<file path="src/logic/core_config.svh">
// ****************************************
// core build parameters
// ****************************************
`ifndef CORE_CONFIG_SVH
`define CORE_CONFIG_SVH

`define CORE_XLEN       32   // data path width
`define CORE_IMEM_WORDS 256  // words
`define CORE_DMEM_WORDS 256
`define CORE_HALT_CODE  10   // x17 value that ends the run

`endif

</file>
<file path="src/logic/register_file.sv">
// ****************************************
// integer register file
// ****************************************
`include "core_config.svh"
`default_nettype none

module register_file (
  input  logic                  clk,
  input  logic                  rst_n,
  input  logic [4:0]            rs1,
  input  logic [4:0]            rs2,
  input  logic [4:0]            rd,
  input  logic [`CORE_XLEN-1:0] rd_val,
  input  logic                  we,
  output logic [`CORE_XLEN-1:0] rs1_val,
  output logic [`CORE_XLEN-1:0] rs2_val,
  output logic [`CORE_XLEN-1:0] regs [32]
);

  logic [`CORE_XLEN-1:0] regs_q [32];
  logic                  wr_ok;

  assign wr_ok = we && (rd != 5'd0);  // x0 stays zero

  always_ff @(posedge clk or negedge rst_n) begin
    if (!rst_n) begin
      for (int i = 0; i < 32; i++) begin
        regs_q[i] <= '0;
      end
    end else if (wr_ok) begin
      regs_q[rd] <= rd_val;
    end
  end

  // write-through, decode sees the value wb writes this cycle
  assign rs1_val = (wr_ok && (rd == rs1)) ? rd_val : regs_q[rs1];
  assign rs2_val = (wr_ok && (rd == rs2)) ? rd_val : regs_q[rs2];
  assign regs    = regs_q;

endmodule

`default_nettype wire

</file>
<file path="config.mk">
export PLATFORM = sky130hd
export DESIGN_NAME = register_file
export DESIGN_NICKNAME = d
export VERILOG_FILES = /design/src/logic/register_file.sv
export VERILOG_INCLUDE_DIRS = /design/src /design/src/logic
export SDC_FILE = /design/constraint.sdc
export NUM_CORES = 2
export LEC_CHECK = 0
export ABC_AREA = 0
export BUFFER_PORTS_ARGS = -buffer_cell sky130_fd_sc_hd__clkbuf_2
export CELL_PAD_IN_SITES_DETAIL_PLACEMENT = 2
export CELL_PAD_IN_SITES_GLOBAL_PLACEMENT = 2
export CORE_AREA = 2 2 438 440
export CTS_BUF_LIST = sky130_fd_sc_hd__clkbuf_2 sky130_fd_sc_hd__clkbuf_4 sky130_fd_sc_hd__clkbuf_8
export DETAILED_ROUTE_END_ITERATION = 8
export DIE_AREA = 0 0 440 442
export HOLD_SLACK_MARGIN = 0.02
export PLACE_DENSITY = 0.59
export SLEW_MARGIN = 20
export SYNTH_ARGS = -nofsm -noshare
export SYNTH_HDL_FRONTEND = slang
export SYNTH_SLANG_ARGS = --single-unit
export TNS_END_PERCENT = 20
</file>
<file path="constraint.sdc">
create_clock -name clk -period 5.6 [get_ports clk]
set_input_delay 0.56 -clock clk [delete_from_list [all_inputs] [get_ports clk]]
set_output_delay 0.56 -clock clk [all_outputs]
set_load 0.02 [all_outputs]
</file>
Yosys cells after proc, flatten, opt, wreduce, memory -nomap -nowiden
Index checks and enable logic that the tools add are counted.
Storage, ports and cells
  logic and storage cells: 57
  bits in registers: 1024
  output and inout port bits: 1088
  bits of input ports: 50
Operators by class
  equal/unequal tests: 2
  magnitude comparators: 4
  multiplexer cells: 11
  reductions and logical operators: 5
  bitwise gates (word level): 3
Operators by type and width (number)
  $bwmux W1024: 1
  $bmux W32 S5: 2
  $mux W32: 7
  $demux W32 S5: 1
  $ge A6 B6 Y1 const B: 3
  $not A5 Y6: 3
  $eq A5 B5 Y1: 2
  $lt A6 B1 Y1 const B: 1
  $reduce_bool A5 Y1: 1
  $logic_and A1 B1 Y1: 4

Logic depth before layout (Yosys ltp)
  word-level depth: 6
  mapped depth: 8
  depth with buffers taken out: 5

Worst setup path after synthesis
Ideal clock, no wire load.
  path kind: input to output
  from: input rs2[0]
  to: output rs2_val[29]
  arrival time: 2.268 ns
  slack: 2.772 ns
  stages on the path: 7
  cell sequence: buf_2 -> buf_4 -> buf_4 -> mux4_2 -> o22ai_1 -> or4_1 -> o21ai_1
Between the ends
  word-level cells in the longest chain between the ends: 5
  elaborated cells between the ends (all ways): 7
  classes of those cells: 1 x eq/ne; 4 x mux; 1 x bitwise; 1 x reduce/logical
Ends and longest elaborated chain
  start: declaration: RTL line register_file.sv:11  | input logic [4:0] rs2,
  $not A5 Y6 (not written as such): RTL line register_file.sv:37  | assign rs2_val = (wr_ok && (rd == rs2)) ? rd_val : regs_q[rs2];
  $bmux W32 S5: RTL line register_file.sv:37
  $mux W32 (not written as such) (2 in series): RTL line register_file.sv:37
  $mux W32 (*): RTL line register_file.sv:37
  end: declaration: RTL line register_file.sv:16  | output logic [`CORE_XLEN-1:0] rs2_val,
Mark *: on every way between the ends. The rest lies on a longest branch, timed or not. The select of a mux whose other input is x is not followed.

Worst setup path after layout
  from: input rs1[2]
  to: output rs1_val[10]
Between the ends
  word-level cells in the longest chain between the ends: 5
  elaborated cells between the ends (all ways): 7
  classes of those cells: 1 x eq/ne; 4 x mux; 1 x bitwise; 1 x reduce/logical
Ends and longest elaborated chain
  start: declaration: RTL line register_file.sv:10  | input logic [4:0] rs1,
  $not A5 Y6 (not written as such): RTL line register_file.sv:36  | assign rs1_val = (wr_ok && (rd == rs1)) ? rd_val : regs_q[rs1];
  $bmux W32 S5: RTL line register_file.sv:36
  $mux W32 (not written as such) (2 in series): RTL line register_file.sv:36
  $mux W32 (*): RTL line register_file.sv:36
  end: declaration: RTL line register_file.sv:15  | output logic [`CORE_XLEN-1:0] rs1_val,
Marked as above.

==> metrics.csv <==
stage,metric,value,unit
synthesis,synthSimpleGateAreaFrac,0.02067,
pwr,switchingPower,10780,µW
synthesis,yosys.area.top_type_share,0.4795,
synthesis,synth_cell_types,41,
cts,clockBufferDepth,3,
cts,postCtsSetupRepairBufs,0,
finish,largest_reg_flops,1024,
cts,clkSinkCount,1024,
drt,drt-total-wl,307300,µm
drt,antenna_left,0,
finish,final_cells,7215,
global_routing,grt-ovfl-total,0,
synthesis,syn_area_per_cell,15.34,µm²
cts,h-tree-depth,4,
global_routing,grt_pass1_vias,43260,
timing,max_freq,0.2313,GHz
drt,drtIter0Drc,3458,
synthesis,yosysSeqAreaShare,0.4795,
synthesis,syn-num-nets,3533,
cts,clkTransAtPathRegs,60,ps
synthesis,synth_compound_area_frac,0.03638,
placed_design,hpwl,218600,µm
cts,tritoncts,done,
pwr,internal-power,16780,µW
finish,syn_to_final_growth,24.37,%
global_routing,grt_pass1_wl,412000,µm
timing,final.min_clock_period,4323,ps
worst_setup_path,cp-start-kind,input port,
synthesis,synthXorXnorAreaFrac,0.001639,
hold_path,min_path_cells,3,
pwr,worst_ir_drop_vdd,0.1738,mV
pwr,switching_share,0.3912,
floorplan,die_x,440,µm
drt,wl_per_cell,42.60,µm
hold_path,hp-class,input port to flip-flop,
timing,post-route-period-util,0.7719,
synthesis,yosysTopAreaCell,dfrtp_1,
global_routing,track_usage,0.3114,
cts,insertion_delay,970,ps
pwr,p_per_area,414.6,nW/µm²
synthesis,synthAdderAreaFrac,0,
pwr,power_frac_comb,0.307,
drt,drc_errors,0,
worst_setup_path,worst_setup_path_end_kind,output port,
synthesis,synth_edf_count,0,
timing,maxSlewViolCount,0,
pwr,seqPwrFrac,0.393,
timing,tns,0,ps
worst_setup_path,crit_required,5040,ps
run,max_cap_viol_count,0,
drt,drt_pass1_iterations,5,
pwr,p_leak,0.03061,µW
synthesis,synth_warnings,0,
placed_design,portBuffers,1137,
synthesis,muxShareOfSynthArea,0.4257,
global_routing,grt_max_degree,155,
drt,avgViaCountPerCell,5.805,
timing,skew,0,ps
worst_setup_path,reg2regPathDepth,1,
synthesis,synthFlopType,dfrtp_1,
worst_setup_path,critical_path_class,input port to output port,
synthesis,synth_area_leaders,"dfrtp_1 (48%), mux4_2 (22%), mux2_2 (13%), mux2_1 (7.6%), o22ai_1 (2.9%)",
timing,tightest_slew,1188,ps
floorplan,start_util,0.2819,
worst_setup_path,crit_fanout,21,
finish,drive_gt1_frac,0.5990,
synthesis,async_reset_ff_frac,1.000,
floorplan,io_pins,1138,
cts,cts-root-buf,clkbuf_8,
drt,vias,41880,
status,status,"finished, final reports clean",
floorplan,core_region_area,189600,µm²
floorplan,die_h,442,µm
global_routing,grt_antenna_before_repair,33,
synthesis,ys_ff_latch,1024,
timing,setup_violations,0,
floorplan,rows,160,
synthesis,synth_top_family_by_area,multiplexers,
synthesis,netlist_area,53450,µm²
cts,ctsResizeCount,0,
cts,cts_buffers,196,
synthesis,synth.most_common_cell,dfrtp_1,
worst_setup_path,critical_path_arrival,3760,ps
cts,hold_buffers,1,
floorplan,die-area,194500,µm²
pwr,pwr-share-clk,0.301,
timing,hold_violations,0,
finish,num-nets-final,4585,
synthesis,syn-instance-count,3483,
timing,slew_headroom,0.2082,
placed_design,dp.cells,6847,
synthesis,synth_common_cells,"dfrtp_1 (1024), mux2_2 (630), mux4_2 (511), mux2_1 (363), o22ai_1 (248)",
timing,rsz0062_at_grt,false,
placed_design,gp_congestion,0.9319,
## path summary, 6_finish.rpt
path	startpoint	end	slack, ps
max reg2reg	regs[8]	regs[8]	4560
min reg2reg	regs[1022]	regs[1022]	430
max	rs1[2]	rs1_val[10]	1280
min	rd_val[19]	regs[531]	160
max in group asynchronous	rst_n	regs[100]	3890
min in group asynchronous	rst_n	regs[589]	190
## per-layer routing
metal,up-vias,GRT usage,part of all wire
met1,23380,0.4071,0.41
li1,15840,-,-
met2,2044,0.4866,0.46
met3,612,0.06242,0.066
met4,6,0.1637,0.062
met5,-,0,0.00015
## kinds of logic (layout without fill, tap and decap cells)
logic type                count (synthesis)  count (layout)
AOI/OAI and AO/OA                       320             320
xor gates and xnor gates                 10              10
buffers and inverters                   415            1620
DFF                                    1024            1024
muxes                                  1510            1510
other                                     0              16
and+or+nand+nor                         204             204
## power by group through the flow
stage / logic, µW / clock network [µW] / registers (µW)
2_1_floorplan: 3170 / 0 / 11700
3_3_place_gp: 8340 / 0 / 10800
3_5_place_dp: 8440 / 0 / 10900
4_1_cts: 8470 / 8510 / 10700
5_1_grt: 8740 / 8800 / 11000
6_report: 8450 / 8290 / 10800
## final cells by class
type,count,area (µm²)
diodes,16,40.04
clock buffers,308,3845
clock inverters,43,442.9
fillers,19270,123100
inverters,3,11.26
multi-input cells,2044,26200
flip-flops and latches,1024,25620
well taps,2511,3142
repair buffers,1266,7164
## worst max-delay path, stage by stage
cell,delay (ps)
clkbuf_2,410
nor2_1,190
nand2_2,710
buf_4,440
o22ai_1,140
or4_1,550
o21ai_1,400
clkbuf_2,260
## cell usage in the layout (no fill, tap or decap), drive strengths merged, types with 7 or more instances in the layout
| cell type | count |
|---|---|
| nand3b | 7 |
| diode | 16 |
| nand2 | 83 |
| mux2 | 993 |
| nand3 | 10 |
| o22ai | 248 |
| dfrtp | 1024 |
| or4 | 62 |
| buf | 133 |
| inv | 9 |
| clkinv | 28 |
| mux4 | 511 |
| o21ai | 62 |
| clkbuf | 1440 |
| nor2 | 22 |
## per-stage QoR
stage               setup slack [ps]  area (µm²)  total power, µW  utilization  hold slack, ps
floorplan                       2772       53450            14900            -           264.4
global placement                1315       62040            19110       0.3272           409.2
detailed placement              1334       62130            19310       0.3277           416.1
CTS                             1321       66430            27720       0.3504           32.41
global route                    1219       66440            28500       0.3504           108.3
finish                          1277       66470            27560       0.3506           164.4
(Power assumes the default switching activity.)
