**src/logic/core_config.svh**
```systemverilog
// ****************************************
// core build parameters
// ****************************************
`ifndef CORE_CONFIG_SVH
`define CORE_CONFIG_SVH

`define CORE_XLEN       32   // data path width
`define CORE_IMEM_WORDS 256  // words
`define CORE_DMEM_WORDS 256
`define CORE_HALT_CODE  10   // x17 value that ends the run

`endif

```
**src/logic/rv_isa_pkg.sv**
```systemverilog
// ****************************************
// rv32i encodings and decode types
// ****************************************
`default_nettype none

package rv_isa_pkg;

  typedef enum logic [6:0] {
    opc_op     = 7'b0110011,
    opc_op_imm = 7'b0010011,
    opc_lui    = 7'b0110111,
    opc_load   = 7'b0000011,
    opc_store  = 7'b0100011,
    opc_branch = 7'b1100011,
    opc_jal    = 7'b1101111,
    opc_jalr   = 7'b1100111,
    opc_system = 7'b1110011
  } opcode_e;

  typedef enum logic [3:0] {
    alu_add, alu_sub, alu_and, alu_or, alu_xor,
    alu_slt, alu_sll, alu_srl, alu_sra,
    alu_pass_b  // lui
  } alu_op_e;

  // r and i formats
  typedef struct packed {
    logic [6:0] funct7;
    logic [4:0] rs2;
    logic [4:0] rs1;
    logic [2:0] funct3;
    logic [4:0] rd;
    opcode_e    opcode;
  } r_view_t;

  // s and b formats, immediate split around rs1/rs2
  typedef struct packed {
    logic [6:0] imm_hi;
    logic [4:0] rs2;
    logic [4:0] rs1;
    logic [2:0] funct3;
    logic [4:0] imm_lo;
    opcode_e    opcode;
  } sb_view_t;

  typedef union packed {
    r_view_t  r_view;
    sb_view_t sb_view;
  } inst_u;

  typedef struct packed {
    logic wb_en;
    logic mem_rd;
    logic mem_wr;
    logic op1_pc;     // pc relative target
    logic op2_imm;
    logic is_branch;
    logic is_jal;
    logic is_jalr;
    logic is_ecall;
    logic rs1_used;
    logic rs2_used;
  } ctrl_t;

endpackage

`default_nettype wire

```
**src/logic/pipe_pkg.sv**
```systemverilog
// ****************************************
// pipeline register layouts
// ****************************************
`include "core_config.svh"
`default_nettype none

package pipe_pkg;

  typedef struct packed {
    logic                  valid;
    logic [`CORE_XLEN-1:0] pc;
    rv_isa_pkg::inst_u     inst;
  } if_id_t;

  typedef struct packed {
    logic                  valid;
    rv_isa_pkg::ctrl_t     ctrl;
    rv_isa_pkg::alu_op_e   alu_op;
    logic [2:0]            funct3;   // branch condition
    logic [`CORE_XLEN-1:0] pc;
    logic [`CORE_XLEN-1:0] rs1_val;
    logic [`CORE_XLEN-1:0] rs2_val;
    logic [`CORE_XLEN-1:0] imm;
    logic [4:0]            rs1;
    logic [4:0]            rs2;
    logic [4:0]            rd;
    logic                  halt;
  } id_ex_t;

  typedef struct packed {
    logic                  valid;
    logic                  wb_en;
    logic                  mem_rd;
    logic                  mem_wr;
    logic                  halt;
    logic [`CORE_XLEN-1:0] alu_out;   // also the data address
    logic [`CORE_XLEN-1:0] store_val;
    logic [4:0]            rd;
  } ex_mem_t;

  typedef struct packed {
    logic                  valid;
    logic                  wb_en;
    logic                  halt;
    logic [4:0]            rd;
    logic [`CORE_XLEN-1:0] rd_val;
  } mem_wb_t;

  typedef enum logic [1:0] {
    fwd_none     = 2'd0,
    fwd_from_mem = 2'd1,
    fwd_from_wb  = 2'd2
  } fwd_sel_e;

endpackage

`default_nettype wire

```
**src/logic/hazard_unit.sv**
```systemverilog
// ****************************************
// stall detection
// ****************************************
`default_nettype none

module hazard_unit (
  input  rv_isa_pkg::ctrl_t ctrl,
  input  logic [4:0]        rs1,
  input  logic [4:0]        rs2,
  input  pipe_pkg::id_ex_t  ex_stage,
  input  pipe_pkg::ex_mem_t mem_stage,
  output logic              stall
);

  logic load_in_ex;
  logic load_use;
  logic ecall_wait;

  assign load_in_ex = ex_stage.valid && ex_stage.ctrl.mem_rd && (ex_stage.rd != 5'd0);

  // load result is not ready before mem
  assign load_use = load_in_ex &&
                    ((ctrl.rs1_used && (rs1 == ex_stage.rd)) ||
                     (ctrl.rs2_used && (rs2 == ex_stage.rd)));

  // ecall compares x17 in decode, so every older writer must reach wb first
  assign ecall_wait = ctrl.is_ecall &&
                      ((ex_stage.valid && ex_stage.ctrl.wb_en && (ex_stage.rd == rs1)) ||
                       (mem_stage.valid && mem_stage.wb_en && (mem_stage.rd == rs1)));

  assign stall = load_use || ecall_wait;

endmodule

`default_nettype wire

```
**config.mk**
```make
export PLATFORM = sky130hd
export DESIGN_NAME = hazard_unit
export DESIGN_NICKNAME = d
export VERILOG_FILES = /design/src/logic/rv_isa_pkg.sv /design/src/logic/pipe_pkg.sv /design/src/logic/hazard_unit.sv
export VERILOG_INCLUDE_DIRS = /design/src /design/src/logic
export SDC_FILE = /design/constraint.sdc
export NUM_CORES = 1
export LEC_CHECK = 0
export BUFFER_PORTS_ARGS = -buffer_cell sky130_fd_sc_hd__buf_2
export CAP_MARGIN = 5
export CORE_AREA = 2 2 102 104
export DETAILED_ROUTE_END_ITERATION = 8
export DIE_AREA = 0 0 104 106
export PLACE_DENSITY = 0.33
export SLEW_MARGIN = 20
export SYNTH_ARGS = -nofsm -noshare
export SYNTH_HDL_FRONTEND = slang
export SYNTH_SLANG_ARGS = --single-unit
export TNS_END_PERCENT = 1
```
**constraint.sdc**
```tcl
create_clock -name vclk -period 3.85
set_input_delay 0.77 -clock vclk [all_inputs]
set_output_delay 0.77 -clock vclk [all_outputs]
set_load 0.005 [all_outputs]
```
* Word level (Yosys, flattened, before mapping) *
Index checks and enable logic that the tools add are counted.

word-level totals
  output and inout bits = 1
  register bits = 0
  word-level logic and storage cells = 18

operators by class
  reductions and logical operators = 14
  eq/ne operators = 4

operators with widths
  kind                 count
  $eq A5 B5 Y1         4
  $logic_and A1 B1 Y1  10
  $reduce_bool A5 Y1   1
  $logic_or A1 B1 Y1   3

* Longest topological paths before layout *
  depth in word-level cells = 5
  gate-level depth with buffers = 5

* Worst setup path before layout *
No wires, ideal clock.

  path kind = input-to-output
  from = in ex_stage[4] (netlist name)
  to = out stall
  cell stages on the path = 3
  slack = 1.569 ns
  data required time = 3.080 ns
  path buffers = 0
  data arrival time = 1.511 ns
  path through = or4_4 o211ai_2 o22ai_2

on the way
  word-level cells in the longest chain between the ends = 5
  elaborated cells between the ends (all ways) = 13
  those cells by class = 3 x eq/ne; 10 x reduce/logical

ends and longest elaborated chain
  what                                           line                                                     source
  start, declared                                hazard_unit.sv:10                                        input pipe_pkg::id_ex_t ex_stage,
  $eq A5 B5 Y1, on equally long branches         hazard_unit.sv:23, hazard_unit.sv:28, hazard_unit.sv:24
  $logic_and A1 B1 Y1, on equally long branches  hazard_unit.sv:23, hazard_unit.sv:24, hazard_unit.sv:28
  $logic_or A1 B1 Y1, on equally long branches   hazard_unit.sv:23, hazard_unit.sv:28
  $logic_and A1 B1 Y1, on equally long branches  hazard_unit.sv:22, hazard_unit.sv:27
  $logic_or A1 B1 Y1 (*)                         hazard_unit.sv:31                                        assign stall = load_use || ecall_wait;
  end, declared                                  hazard_unit.sv:12                                        output logic stall

Mark *: on every way between the ends. The rest lies on a longest branch, timed or not.

* Worst setup path in the final report *
  from = in ex_stage[3] (netlist name)
  to = out stall

Same word-level chain as after synthesis.

==> impl_metrics.yaml <==
layout:
  fin_nets: 317
  fillCellCount: 1227
  layout-drive-gt1-share_pct: 56.14
  area_delta_synth_final_pct: 143.2
  multi_input_area_sq_um: 216.5
  final_area_sq_um: 535.5
  nFlopsAndLatches: 0
  final-instance-count-excl-fill: 193
  nClkBuffers: 0
  seq_area_sq_um: 0
  diodes: 0
  utilization_pct: 5.355
place:
  dp.cells: 193
  dpl.hpwl_microns: 1367
  post-place-ws_ns: 0.8915
  port-buffer-count: 29
  dpl_cell_area_sq_um: 535.5
  gp_congestion: 0.5678
logic_synthesis:
  synth_area_leaders: "xnor2_1 (36%), xor2_1 (24%), o211ai_2 (5.7%)"
  synth_cell_types: 14
  synthSimpleGateAreaFrac_pct: 22.16
  synth_top_family_by_area: "XOR/XNOR gates"
  ys_warn_count: 0
  syn_area_sq_um: 220.2
  synth_compound_area_share_pct: 16.48
  postSynthAreaPerCell_sq_um: 7.865
  synth_top_area_share_pct: 35.80
  syn_inst: 28
  synth_nets: 286
  yosysSeqAreaShare_pct: 0
  yosysTopAreaCell: "xnor2_1"
  synth-xor-area-share_pct: 59.66
  synthAdderAreaFrac_pct: 0
  muxShareOfSynthArea_pct: 0
critical_path:
  cp_max_fo: 3
  cp_top_family: "simple AND/OR/NAND/NOR gates"
  slowest_stage: "nor3_1"
  crit_arrival_ns: 2.15
  crit_required_ns: 3.08
  endpoint_kind: "primary output"
  crit_type: "primary input to primary output"
  slowest_delay_ns: 0.46
  startpoint_type: "primary input"
  worstPathBufferInverterCount: 2
  cpMostUsedCell: "buf_2"
  path_cells: "buf_2 > xnor2_1 > nand3_1 > nor3_1 > a31oi_1 > o22ai_2 > buf_2"
grt:
  grt_usage_pct: 2.629
  antenna_found_initial: 0
  grt_overflow_total: 0
  grt_max_degree: 4
  grt_pass1_wl_microns: 2097
  grt_pass1_vias: 335
die:
  die_h_microns: 106
  ios: 259
  num_rows: 37
  die_width_microns: 104
  initial_core_util_pct: 2.202
  coreArea_sq_um: 10000
  design.die.area_sq_um: 11020
drt:
  routed_via_density: 1.637
  wl_per_cell_microns: 7.321
  drt_iter0_drc: 12
  vias: 316
  routed_wl_microns: 1413
  ant_nets: 0
  route.detailed.drc: 0
  first_pass_iters: 4
pwr:
  power_density_nw_per_um2: 73.35
  p_leak_nw: 0.1858
  p_total_uw: 39.28
  ir_drop_uv: 24.30
clock_network:
  cts_resized: 0
  hold_buffers: 0
  cts_setup_buffers: 0
timing:
  slew_violations: 0
  setup_violations: 0
  relSlewSlack_pct: 65.15
  period_share_pct: 75.75
  hold_viol: 0
  holdWs_ns: 1.909
  period_minus_slack_ns: 2.916
  fin_setup_tns_ns: 0
  tightest_slew_ns: 0.5188
  max_freq_mhz: 342.9
  rsz0062_at_grt: "no"
  fin_ws_ns: 0.9337
worst_hold_path:
  hold_path_depth: 4
  min-delay-start: "ctrl[2]"
  min_to: "stall"
  min_path_type: "primary input to primary output"
run_status:
  status: "finished, final reports clean"
job:
  maxCapViolCount: 0
[how the worst max path moves through the flow]
stage | cells past startpoint | slack [ns] | to | startpoint
after floorplan | 3 | 1.57 | stall | ex_stage[4]
after CTS | 7 | 0.89 | stall | ex_stage[3]
after global placement | 7 | 0.89 | stall | ex_stage[3]
after detailed placement | 7 | 0.89 | stall | ex_stage[3]
after global routing | 7 | 0.73 | stall | ex_stage[3]
final | 7 | 0.93 | stall | ex_stage[3]
[cells in the mapped netlist]
| library cell | count |
|---|---|
| nor3_1 | 1 |
| xor2_1 | 6 |
| nand3_1 | 2 |
| o22ai_2 | 1 |
| a21oi_1 | 1 |
| inv_1 | 1 |
| nor2_1 | 1 |
| xnor2_1 | 9 |
| nand4_1 | 1 |
| o211ai_2 | 1 |
| a31oi_1 | 1 |
| or4_4 | 1 |
| and3_1 | 1 |
| nor4_1 | 1 |
[where the power goes]
group	leakage (nW)	total, mW	internal (mW)	switching (mW)
Sequential	0	0	0	0
Combinational	0.186	0.0393	0.0213	0.0180
Clock	0	0	0	0
Total	0.186	0.0393	0.0213	0.0180
[cells by family after synthesis]
kind of cell | count (synthesis)
AO/OA/AOI/OAI | 4
XOR/XNOR | 15
buffers and inverters | 1
AND/OR/NAND/NOR | 8
[tightest hold or removal path, cell delays in order]
cell,delay (ns)
buf_2,0.09
inv_1,0.05
o22ai_2,0.09
buf_2,0.13
[layout make-up]
class	count	share of cell area, %
inverter	1	0.7009
tap	136	31.78
timing repair buffer	29	27.10
multi-input combinational	27	40.42
[metal layers]
metal	track usage [%]	wire, microns	vias to the layer above
met1	4.308	803	135
met4	0	0	0
met2	3.853	508	23
met3	0.2452	101	0
li1	-	-	158
met5	0	0	-
[cells in the final DEF (no fill, tap or decap), types with 2 or more instances in the layout]
cell,instances
buf_2,29
nand3_1,2
xnor2_1,9
xor2_1,6
Power figures use the tool's default switching activity.
