## config.mk

```make
export PLATFORM = sky130hd
export DESIGN_NAME = execute_unit
export DESIGN_NICKNAME = d
export VERILOG_FILES = /design/src/logic/rv_isa_pkg.sv /design/src/logic/pipe_pkg.sv /design/src/logic/execute_unit.sv
export VERILOG_INCLUDE_DIRS = /design/src /design/src/logic
export SDC_FILE = /design/constraint.sdc
export NUM_CORES = 1
export LEC_CHECK = 0
export ABC_AREA = 0
export BUFFER_PORTS_ARGS = -buffer_cell sky130_fd_sc_hd__buf_2
export CAP_MARGIN = 20
export CORE_UTILIZATION = 30
export DETAILED_ROUTE_END_ITERATION = 8
export GPL_TIMING_DRIVEN = 1
export SLEW_MARGIN = 20
export SYNTH_ARGS = -nofsm -noshare
export SYNTH_HDL_FRONTEND = slang
export SYNTH_SLANG_ARGS = --single-unit
```

## constraint.sdc

```tcl
create_clock -name vclk -period 8.24
set_input_delay 0.412 -clock vclk [all_inputs]
set_output_delay 0.412 -clock vclk [all_outputs]
set_load 0.05 [all_outputs]
```

## src/logic/core_config.svh

```systemverilog
// ****************************************
// core build parameters
// ****************************************
`ifndef CORE_CONFIG_SVH
`define CORE_CONFIG_SVH

`define CORE_XLEN       32   // data path width
`define CORE_IMEM_WORDS 256  // words
`define CORE_DMEM_WORDS 256
`define CORE_HALT_CODE  10   // x17 value that ends the run

`endif

```

## src/logic/rv_isa_pkg.sv

```systemverilog
// ****************************************
// rv32i encodings and decode types
// ****************************************
`default_nettype none

package rv_isa_pkg;

  typedef enum logic [6:0] {
    opc_op     = 7'b0110011,
    opc_op_imm = 7'b0010011,
    opc_lui    = 7'b0110111,
    opc_load   = 7'b0000011,
    opc_store  = 7'b0100011,
    opc_branch = 7'b1100011,
    opc_jal    = 7'b1101111,
    opc_jalr   = 7'b1100111,
    opc_system = 7'b1110011
  } opcode_e;

  typedef enum logic [3:0] {
    alu_add, alu_sub, alu_and, alu_or, alu_xor,
    alu_slt, alu_sll, alu_srl, alu_sra,
    alu_pass_b  // lui
  } alu_op_e;

  // r and i formats
  typedef struct packed {
    logic [6:0] funct7;
    logic [4:0] rs2;
    logic [4:0] rs1;
    logic [2:0] funct3;
    logic [4:0] rd;
    opcode_e    opcode;
  } r_view_t;

  // s and b formats, immediate split around rs1/rs2
  typedef struct packed {
    logic [6:0] imm_hi;
    logic [4:0] rs2;
    logic [4:0] rs1;
    logic [2:0] funct3;
    logic [4:0] imm_lo;
    opcode_e    opcode;
  } sb_view_t;

  typedef union packed {
    r_view_t  r_view;
    sb_view_t sb_view;
  } inst_u;

  typedef struct packed {
    logic wb_en;
    logic mem_rd;
    logic mem_wr;
    logic op1_pc;     // pc relative target
    logic op2_imm;
    logic is_branch;
    logic is_jal;
    logic is_jalr;
    logic is_ecall;
    logic rs1_used;
    logic rs2_used;
  } ctrl_t;

endpackage

`default_nettype wire

```

## src/logic/pipe_pkg.sv

```systemverilog
// ****************************************
// pipeline register layouts
// ****************************************
`include "core_config.svh"
`default_nettype none

package pipe_pkg;

  typedef struct packed {
    logic                  valid;
    logic [`CORE_XLEN-1:0] pc;
    rv_isa_pkg::inst_u     inst;
  } if_id_t;

  typedef struct packed {
    logic                  valid;
    rv_isa_pkg::ctrl_t     ctrl;
    rv_isa_pkg::alu_op_e   alu_op;
    logic [2:0]            funct3;   // branch condition
    logic [`CORE_XLEN-1:0] pc;
    logic [`CORE_XLEN-1:0] rs1_val;
    logic [`CORE_XLEN-1:0] rs2_val;
    logic [`CORE_XLEN-1:0] imm;
    logic [4:0]            rs1;
    logic [4:0]            rs2;
    logic [4:0]            rd;
    logic                  halt;
  } id_ex_t;

  typedef struct packed {
    logic                  valid;
    logic                  wb_en;
    logic                  mem_rd;
    logic                  mem_wr;
    logic                  halt;
    logic [`CORE_XLEN-1:0] alu_out;   // also the data address
    logic [`CORE_XLEN-1:0] store_val;
    logic [4:0]            rd;
  } ex_mem_t;

  typedef struct packed {
    logic                  valid;
    logic                  wb_en;
    logic                  halt;
    logic [4:0]            rd;
    logic [`CORE_XLEN-1:0] rd_val;
  } mem_wb_t;

  typedef enum logic [1:0] {
    fwd_none     = 2'd0,
    fwd_from_mem = 2'd1,
    fwd_from_wb  = 2'd2
  } fwd_sel_e;

endpackage

`default_nettype wire

```

## src/logic/execute_unit.sv

```systemverilog
// ****************************************
// execute stage
// ****************************************
`include "core_config.svh"
`default_nettype none

module execute_unit (
  input  pipe_pkg::id_ex_t      ex_stage,
  input  pipe_pkg::ex_mem_t     mem_stage,
  input  pipe_pkg::mem_wb_t     wb_stage,
  input  logic [`CORE_XLEN-1:0] predicted_pc,
  output logic [`CORE_XLEN-1:0] alu_out,
  output logic [`CORE_XLEN-1:0] store_val,
  output logic [`CORE_XLEN-1:0] next_pc,
  output logic                  redirect
);
  import rv_isa_pkg::*;
  import pipe_pkg::*;

  fwd_sel_e              sel_a, sel_b;
  logic [`CORE_XLEN-1:0] op_a, rs2_fwd, op_b;
  logic [`CORE_XLEN-1:0] alu_res, target, pc_plus4;
  logic                  lt, cond, taken;

  // younger producer wins, loads in mem are not ready yet
  function automatic fwd_sel_e fwd_pick(input logic [4:0] rs, input ex_mem_t mem_s,
                                        input mem_wb_t wb_s);
    if (rs == 5'd0)
      return fwd_none;
    if (mem_s.valid && mem_s.wb_en && !mem_s.mem_rd && (mem_s.rd == rs))
      return fwd_from_mem;
    if (wb_s.valid && wb_s.wb_en && (wb_s.rd == rs))
      return fwd_from_wb;
    return fwd_none;
  endfunction

  assign sel_a = fwd_pick(ex_stage.rs1, mem_stage, wb_stage);
  assign sel_b = fwd_pick(ex_stage.rs2, mem_stage, wb_stage);

  always_comb begin
    case (sel_a)
      fwd_from_mem: op_a = mem_stage.alu_out;
      fwd_from_wb:  op_a = wb_stage.rd_val;
      default:      op_a = ex_stage.rs1_val;
    endcase
    case (sel_b)
      fwd_from_mem: rs2_fwd = mem_stage.alu_out;
      fwd_from_wb:  rs2_fwd = wb_stage.rd_val;
      default:      rs2_fwd = ex_stage.rs2_val;
    endcase
  end

  assign op_b = ex_stage.ctrl.op2_imm ? ex_stage.imm : rs2_fwd;
  assign lt   = $signed(op_a) < $signed(op_b);

  always_comb begin
    case (ex_stage.alu_op)
      alu_sub:    alu_res = op_a - op_b;
      alu_and:    alu_res = op_a & op_b;
      alu_or:     alu_res = op_a | op_b;
      alu_xor:    alu_res = op_a ^ op_b;
      alu_slt:    alu_res = {{(`CORE_XLEN-1){1'b0}}, lt};
      alu_sll:    alu_res = op_a << op_b[4:0];
      alu_srl:    alu_res = op_a >> op_b[4:0];
      alu_sra:    alu_res = $signed(op_a) >>> op_b[4:0];
      alu_pass_b: alu_res = op_b;
      default:    alu_res = op_a + op_b;
    endcase
  end

  always_comb begin
    case (ex_stage.funct3)
      3'b000:  cond = (alu_res == '0);  // beq
      3'b001:  cond = (alu_res != '0);
      3'b100:  cond = lt;               // blt
      3'b101:  cond = !lt;
      default: cond = 1'b0;
    endcase
  end

  assign pc_plus4 = ex_stage.pc + `CORE_XLEN'd4;
  assign target   = ((ex_stage.ctrl.op1_pc ? ex_stage.pc : op_a) + ex_stage.imm) &
                    ~`CORE_XLEN'(ex_stage.ctrl.is_jalr);  // jalr clears bit 0
  assign taken    = ex_stage.ctrl.is_jal || ex_stage.ctrl.is_jalr ||
                    (ex_stage.ctrl.is_branch && cond);

  assign alu_out   = (ex_stage.ctrl.is_jal || ex_stage.ctrl.is_jalr) ? pc_plus4 : alu_res;
  assign store_val = rs2_fwd;
  assign next_pc   = taken ? target : pc_plus4;
  assign redirect  = ex_stage.valid && (next_pc != predicted_pc);

endmodule

`default_nettype wire

```

======== After elaboration in Yosys (flattened, before gate mapping) ========
Cells that the tools add are included.
word-level totals
  flip-flop bits (word level) ............. 0
  bits of input ports ..................... 309
  word-level logic and storage cells ...... 84
operators by class
  $lt $le $gt $ge ......................... 1
  equal/unequal tests ..................... 21
  bitwise gates (word level) .............. 5
  mux-type cells .......................... 32
  shifts and indexed selects .............. 3
  reduce and logical (&&, ||, !) cells .... 18
  add/sub/neg operators ................... 4
operator list
  cell                                                              number
  32-bit one-hot mux with 9 select lines                            1
  32-bit two-way mux                                                4
  32-bit one-hot mux with 2 select lines                            2
  32-bit adder                                                      2
  32-bit bitwise AND                                                2
  32-bit by 3-bit adder with 32-bit output (second input constant)  1
  32-bit zero test                                                  1
  32-bit less-than comparator                                       1
  32-bit != test                                                    1
  1-bit inverter with 32-bit output                                 1
  32-bit bitwise OR                                                 1
  32-bit nonzero test                                               1
  32-bit by 5-bit << shifter with 32-bit output                     1
  32-bit by 5-bit >> shifter with 32-bit output                     1
  32-bit by 5-bit >>> shifter with 32-bit output                    1
  32-bit subtractor                                                 1
  32-bit XOR                                                        1
  2-bit two-way mux                                                 12
  5-bit == test                                                     4
  4-bit by 3-bit == test with 1-bit output (second input constant)  4
  1-bit two-way mux                                                 12
  5-bit zero test                                                   2
  1-bit logical AND                                                 9
  4-bit by 2-bit == test with 1-bit output (second input constant)  2
  10 further kinds                                                  16

======== Logic depth before layout (Yosys ltp) ========
  depth in word-level cells ............... 22
  depth in mapped cells ................... 36
  depth with buffers taken out ............ 30

======== Worst setup path before layout ========
Ideal clock, no wire load.
  path kind ............................... input -> output
  start point ............................. input port ex_stage[8] in the netlist's numbering
  end point ............................... output port redirect
  path slack .............................. -1.337 ns
  arrival time ............................ 9.165 ns
  cell stages on the path ................. 31
  path buffers ............................ 5
  cells stage by stage .................... or4_1 nor2_1 nor3_1 nand3_1 ha_1 buf_2 buf_1 a22oi_1 o21ai_0 mux2i_1 ha_1 buf_2 nor2b_1 or3_1 o21ai_1 nand4_1 a211oi_1 o21ai_1 a311o_1 nand3b_1 nor3b_1 nor3_1 nand4_1 o21ai_1 xor2_1 a21oi_2 buf_6 buf_2 mux2i_1 a2111oi_1 a31oi_1
on the way
  word-level cells in the longest chain between the ends .. 20
  elaborated cells between the ends (all ways) .. 39
RTL lines
  item                                                                              line                                    RTL
  start: declaration                                                                execute_unit.sv:8                       input pipe_pkg::id_ex_t ex_stage,
  5-bit == test                                                                     execute_unit.sv:32                      if (wb_s.valid && wb_s.wb_en && (wb_s.rd == rs))
  1-bit logical AND                                                                 execute_unit.sv:32
  1-bit two-way mux (2 in series)                                                   execute_unit.sv:32
  1-bit two-way mux                                                                 execute_unit.sv:30                      if (mem_s.valid && mem_s.wb_en && !mem_s.mem_rd && (mem_s.rd == rs))
  2-bit two-way mux                                                                 execute_unit.sv:34                      return fwd_none;
  2-bit two-way mux                                                                 execute_unit.sv:32
  2-bit two-way mux *                                                               execute_unit.sv:30
  2-bit == test / 2-bit by 1-bit == test with 1-bit output (equally long branches)  execute_unit.sv:46                      case (sel_b)
  [... 1 more ...]                                                                  --
  named net store_val[5]                                                            execute_unit.sv:13                      output logic [`CORE_XLEN-1:0] store_val,
  [... 3 more ...]                                                                  --
  32-bit nonzero test / 32-bit zero test (equally long branches)                    execute_unit.sv:74, execute_unit.sv:73
  1-bit one-hot mux with 4 select lines *                                           execute_unit.sv:72                      case (ex_stage.funct3)
  1-bit logical AND *                                                               execute_unit.sv:85                      (ex_stage.ctrl.is_branch && cond);
  1-bit logical OR *                                                                execute_unit.sv:84                      assign taken = ex_stage.ctrl.is_jal || ex_stage.ctrl.is_jalr ||
  32-bit two-way mux *                                                              execute_unit.sv:89                      assign next_pc = taken ? target : pc_plus4;
  named net next_pc[19]                                                             execute_unit.sv:14                      output logic [`CORE_XLEN-1:0] next_pc,
  32-bit != test *                                                                  execute_unit.sv:90                      assign redirect = ex_stage.valid && (next_pc != predicted_pc);
  1-bit logical AND *                                                               execute_unit.sv:90
  end: declaration                                                                  execute_unit.sv:15                      output logic redirect
The timed path passes the listed nets; every way through them passes the cells marked *. The select of a mux whose other input is x is not followed.

======== Final worst setup path ========
  start point ............................. input port ex_stage[8] in the netlist's numbering
  end point ............................... output port redirect
on the way
  word-level cells in the longest chain between the ends .. 20
  elaborated cells between the ends (all ways) .. 39
RTL lines
  item                                                                              line                                    RTL
  5-bit == test                                                                     execute_unit.sv:32
  1-bit logical AND                                                                 execute_unit.sv:32
  1-bit two-way mux (2 in series)                                                   execute_unit.sv:32
  1-bit two-way mux                                                                 execute_unit.sv:30
  2-bit two-way mux                                                                 execute_unit.sv:34
  2-bit two-way mux                                                                 execute_unit.sv:32
  2-bit two-way mux *                                                               execute_unit.sv:30
  2-bit == test / 2-bit by 1-bit == test with 1-bit output (equally long branches)  execute_unit.sv:46
  [... 3 more ...]                                                                  --
  32-bit one-hot mux with 9 select lines                                            execute_unit.sv:57                      case (ex_stage.alu_op)
  32-bit nonzero test / 32-bit zero test (equally long branches)                    execute_unit.sv:74, execute_unit.sv:73
  1-bit one-hot mux with 4 select lines *                                           execute_unit.sv:72
  1-bit logical AND *                                                               execute_unit.sv:85
  1-bit logical OR *                                                                execute_unit.sv:84
  32-bit two-way mux *                                                              execute_unit.sv:89
  32-bit != test *                                                                  execute_unit.sv:90
  1-bit logical AND *                                                               execute_unit.sv:90
Mark *: on every way between the ends. The rest lies on a longest branch, timed or not. The select of a mux whose other input is x is not followed.

==> out/qor.yml <==
global_routing:
  antenna_found_initial: 17
  grt_usage_pct: 40.0
  grt_max_degree: 64
  grt_pass1_vias: 21347
  overflow: 0
  grt_first_pass_wirelength_um: 149000
cells_and_area:
  fill_cells: 5332
  seq_cells: 0
  multi_input_area_sq_um: 13900
  stdcell_count: 3669
  final_util_pct: 43.4
  areaGrowthSynthToFinish_pct: 42.4
  clock_buffer_count: 0
  final_common_cell: "buf_4"
  register_area_sq_um: 0
  final_cell_mix: "511 x buf_4, 354 x buf_2, 200 x nor2_1"
  nNetsFinal: 3445
  layout-drive-gt1-share_pct: 33.3
yosys:
  syn_nets: 2713
  syn_inst: 2268
  syn_area_sq_um: 14900
  syn_area_per_cell_sq_um: 6.59
  yosys_warnings: 0
  ys_seq_area_share_pct: 0
  yosysUniqueCellTypes: 105
critical_path:
  cp_common_cell: "buf_4"
  cp_slowest_cell: "or4_1"
  cp-start-kind: "primary input"
  endpoint_kind: "output pin"
  slowest_delay_ps: 540
  path_class: "in -> out"
  cp_max_fo: 14
  required_ps: 7830
  cp.arrival_ps: 7860
drt:
  drt_wl_total_um: 107000
  ant_nets: 0
  drcViolationCount: 0
  via_per_inst: 6.25
  avgRoutedWirePerCell_um: 29.1
  drtIter0Drc: 2809
  first_pass_iters: 8
  vias: 22942
sta:
  rsz0062_at_grt: "true"
  hold_viol: 0
  period_share_pct: 100
  min_period_ps: 8270
  setup_viol: 1
  fmax_ghz: 0.121
  worstMarginPinSlew_ps: 1030
  relSlewSlack_pct: 30.9
  finalMaxSlewViolations: 0
  worst_slack_ps: -29.0
power_and_ir_drop:
  p_leak_nw: 10.0
  ir_worst_vdd_mv: 0.0467
  p_total_mw: 2.40
  p_per_area_nw_per_um2: 113
place:
  dp_cells: 3652
  place_congestion: 1.08
  dpl.hpwl_um: 90200
  port_buffers: 359
floorplan:
  ios: 406
  die_h_um: 225
  coreArea_sq_um: 49100
  rows: 81
  start_util_pct: 30.5
  dieArea_sq_um: 50700
  die_w_um: 225
outcome:
  failed_checks: "setup timing"
  status: "complete, but fails checks"
hold_path:
  hold_path.class: "in -> out"
run:
  drv_cap: 0
==> report_power, final <==
group | total (mW) | switching [mW] | internal, mW
Combinational | 2.40 | 1.51 | 0.891
Sequential | 0 | 0 | 0
Clock | 0.000000114 | 0 | 0.000000114
==> cells by family after synthesis <==
kind of cell	Yosys count	synth area share (%)
muxes	168	11.5
buffers and inverters	308	9.12
and+or+nand+nor	668	21.0
adders and majority gates	136	11.5
AOI/OAI and AO/OA	872	40.0
xor gates and xnor gates	116	6.80
==> per-layer routing <==
layer | routed length, um | vias up | GRT usage (%)
met2 | 45500 | 1561 | 60.9
met4 | 6820 | 12 | 21.2
li1 | - | 10017 | -
met1 | 43500 | 11011 | 52.3
met5 | 73 | - | 0
met3 | 10900 | 341 | 8.71
==> worst paths after layout <==
check | start | cells after the start | end | slack, ps
max | ex_stage[8] | 32 | redirect | -30
min | ex_stage[162] | 4 | redirect | 1210
==> timing repair <==
| item | CTS | global route |
|---|---|---|
| resized for setup | 31 | 37 |
| hold buffers | 0 | 0 |
| pin swaps | 9 | 14 |
| setup endpoints to repair | 14 | 21 |
| setup buffers | 4 | 6 |
==> worst max-delay path, delay by kind of cell <==
kind            cells  cell delay [ps]
buf+inv             6              840
compound gates     13             2920
mux                 1              330
xor+xnor            1              240
simple gates        8             1960
fa+ha+maj           3             1120
==> synth_stat cells, types with 32 or more instances <==
cell type / instances / area [sq um]
a21oi_1: 158 / 791
a221o_1: 64 / 641
buf_2: 32 / 160
clkbuf_1: 82 / 308
ha_1: 133 / 1660
inv_1: 151 / 567
mux2i_1: 147 / 1470
nand2_1: 198 / 743
nand3_1: 55 / 275
nor2_1: 201 / 754
nor3_1: 49 / 245
o21ai_0: 188 / 941
o21ai_1: 33 / 165
o22ai_1: 68 / 425
xnor2_1: 57 / 499
xor2_1: 59 / 517
==> stage by stage <==
stage	setup slack [ps]	TNS (ps)	hold slack, ps	cell area [sq um]
after floorplan	8.13	0	983	15000
after global placement	-538	-1890	1250	20900
after detailed placement	-494	-979	1240	20900
after CTS	0.572	0	1230	21100
after global routing	-319	-562	1210	21300
final	-29.0	-29.0	1210	21300
==> layout make-up <==
cell class / count / share of cell area (%)
inverters: 158 / 2.88
multi-input cells: 1960 / 65.4
repair buffers: 880 / 27.7
well taps: 664 / 3.91
diodes: 7 / 0.0823
No activity file was read; power rests on OpenSTA's default activity.
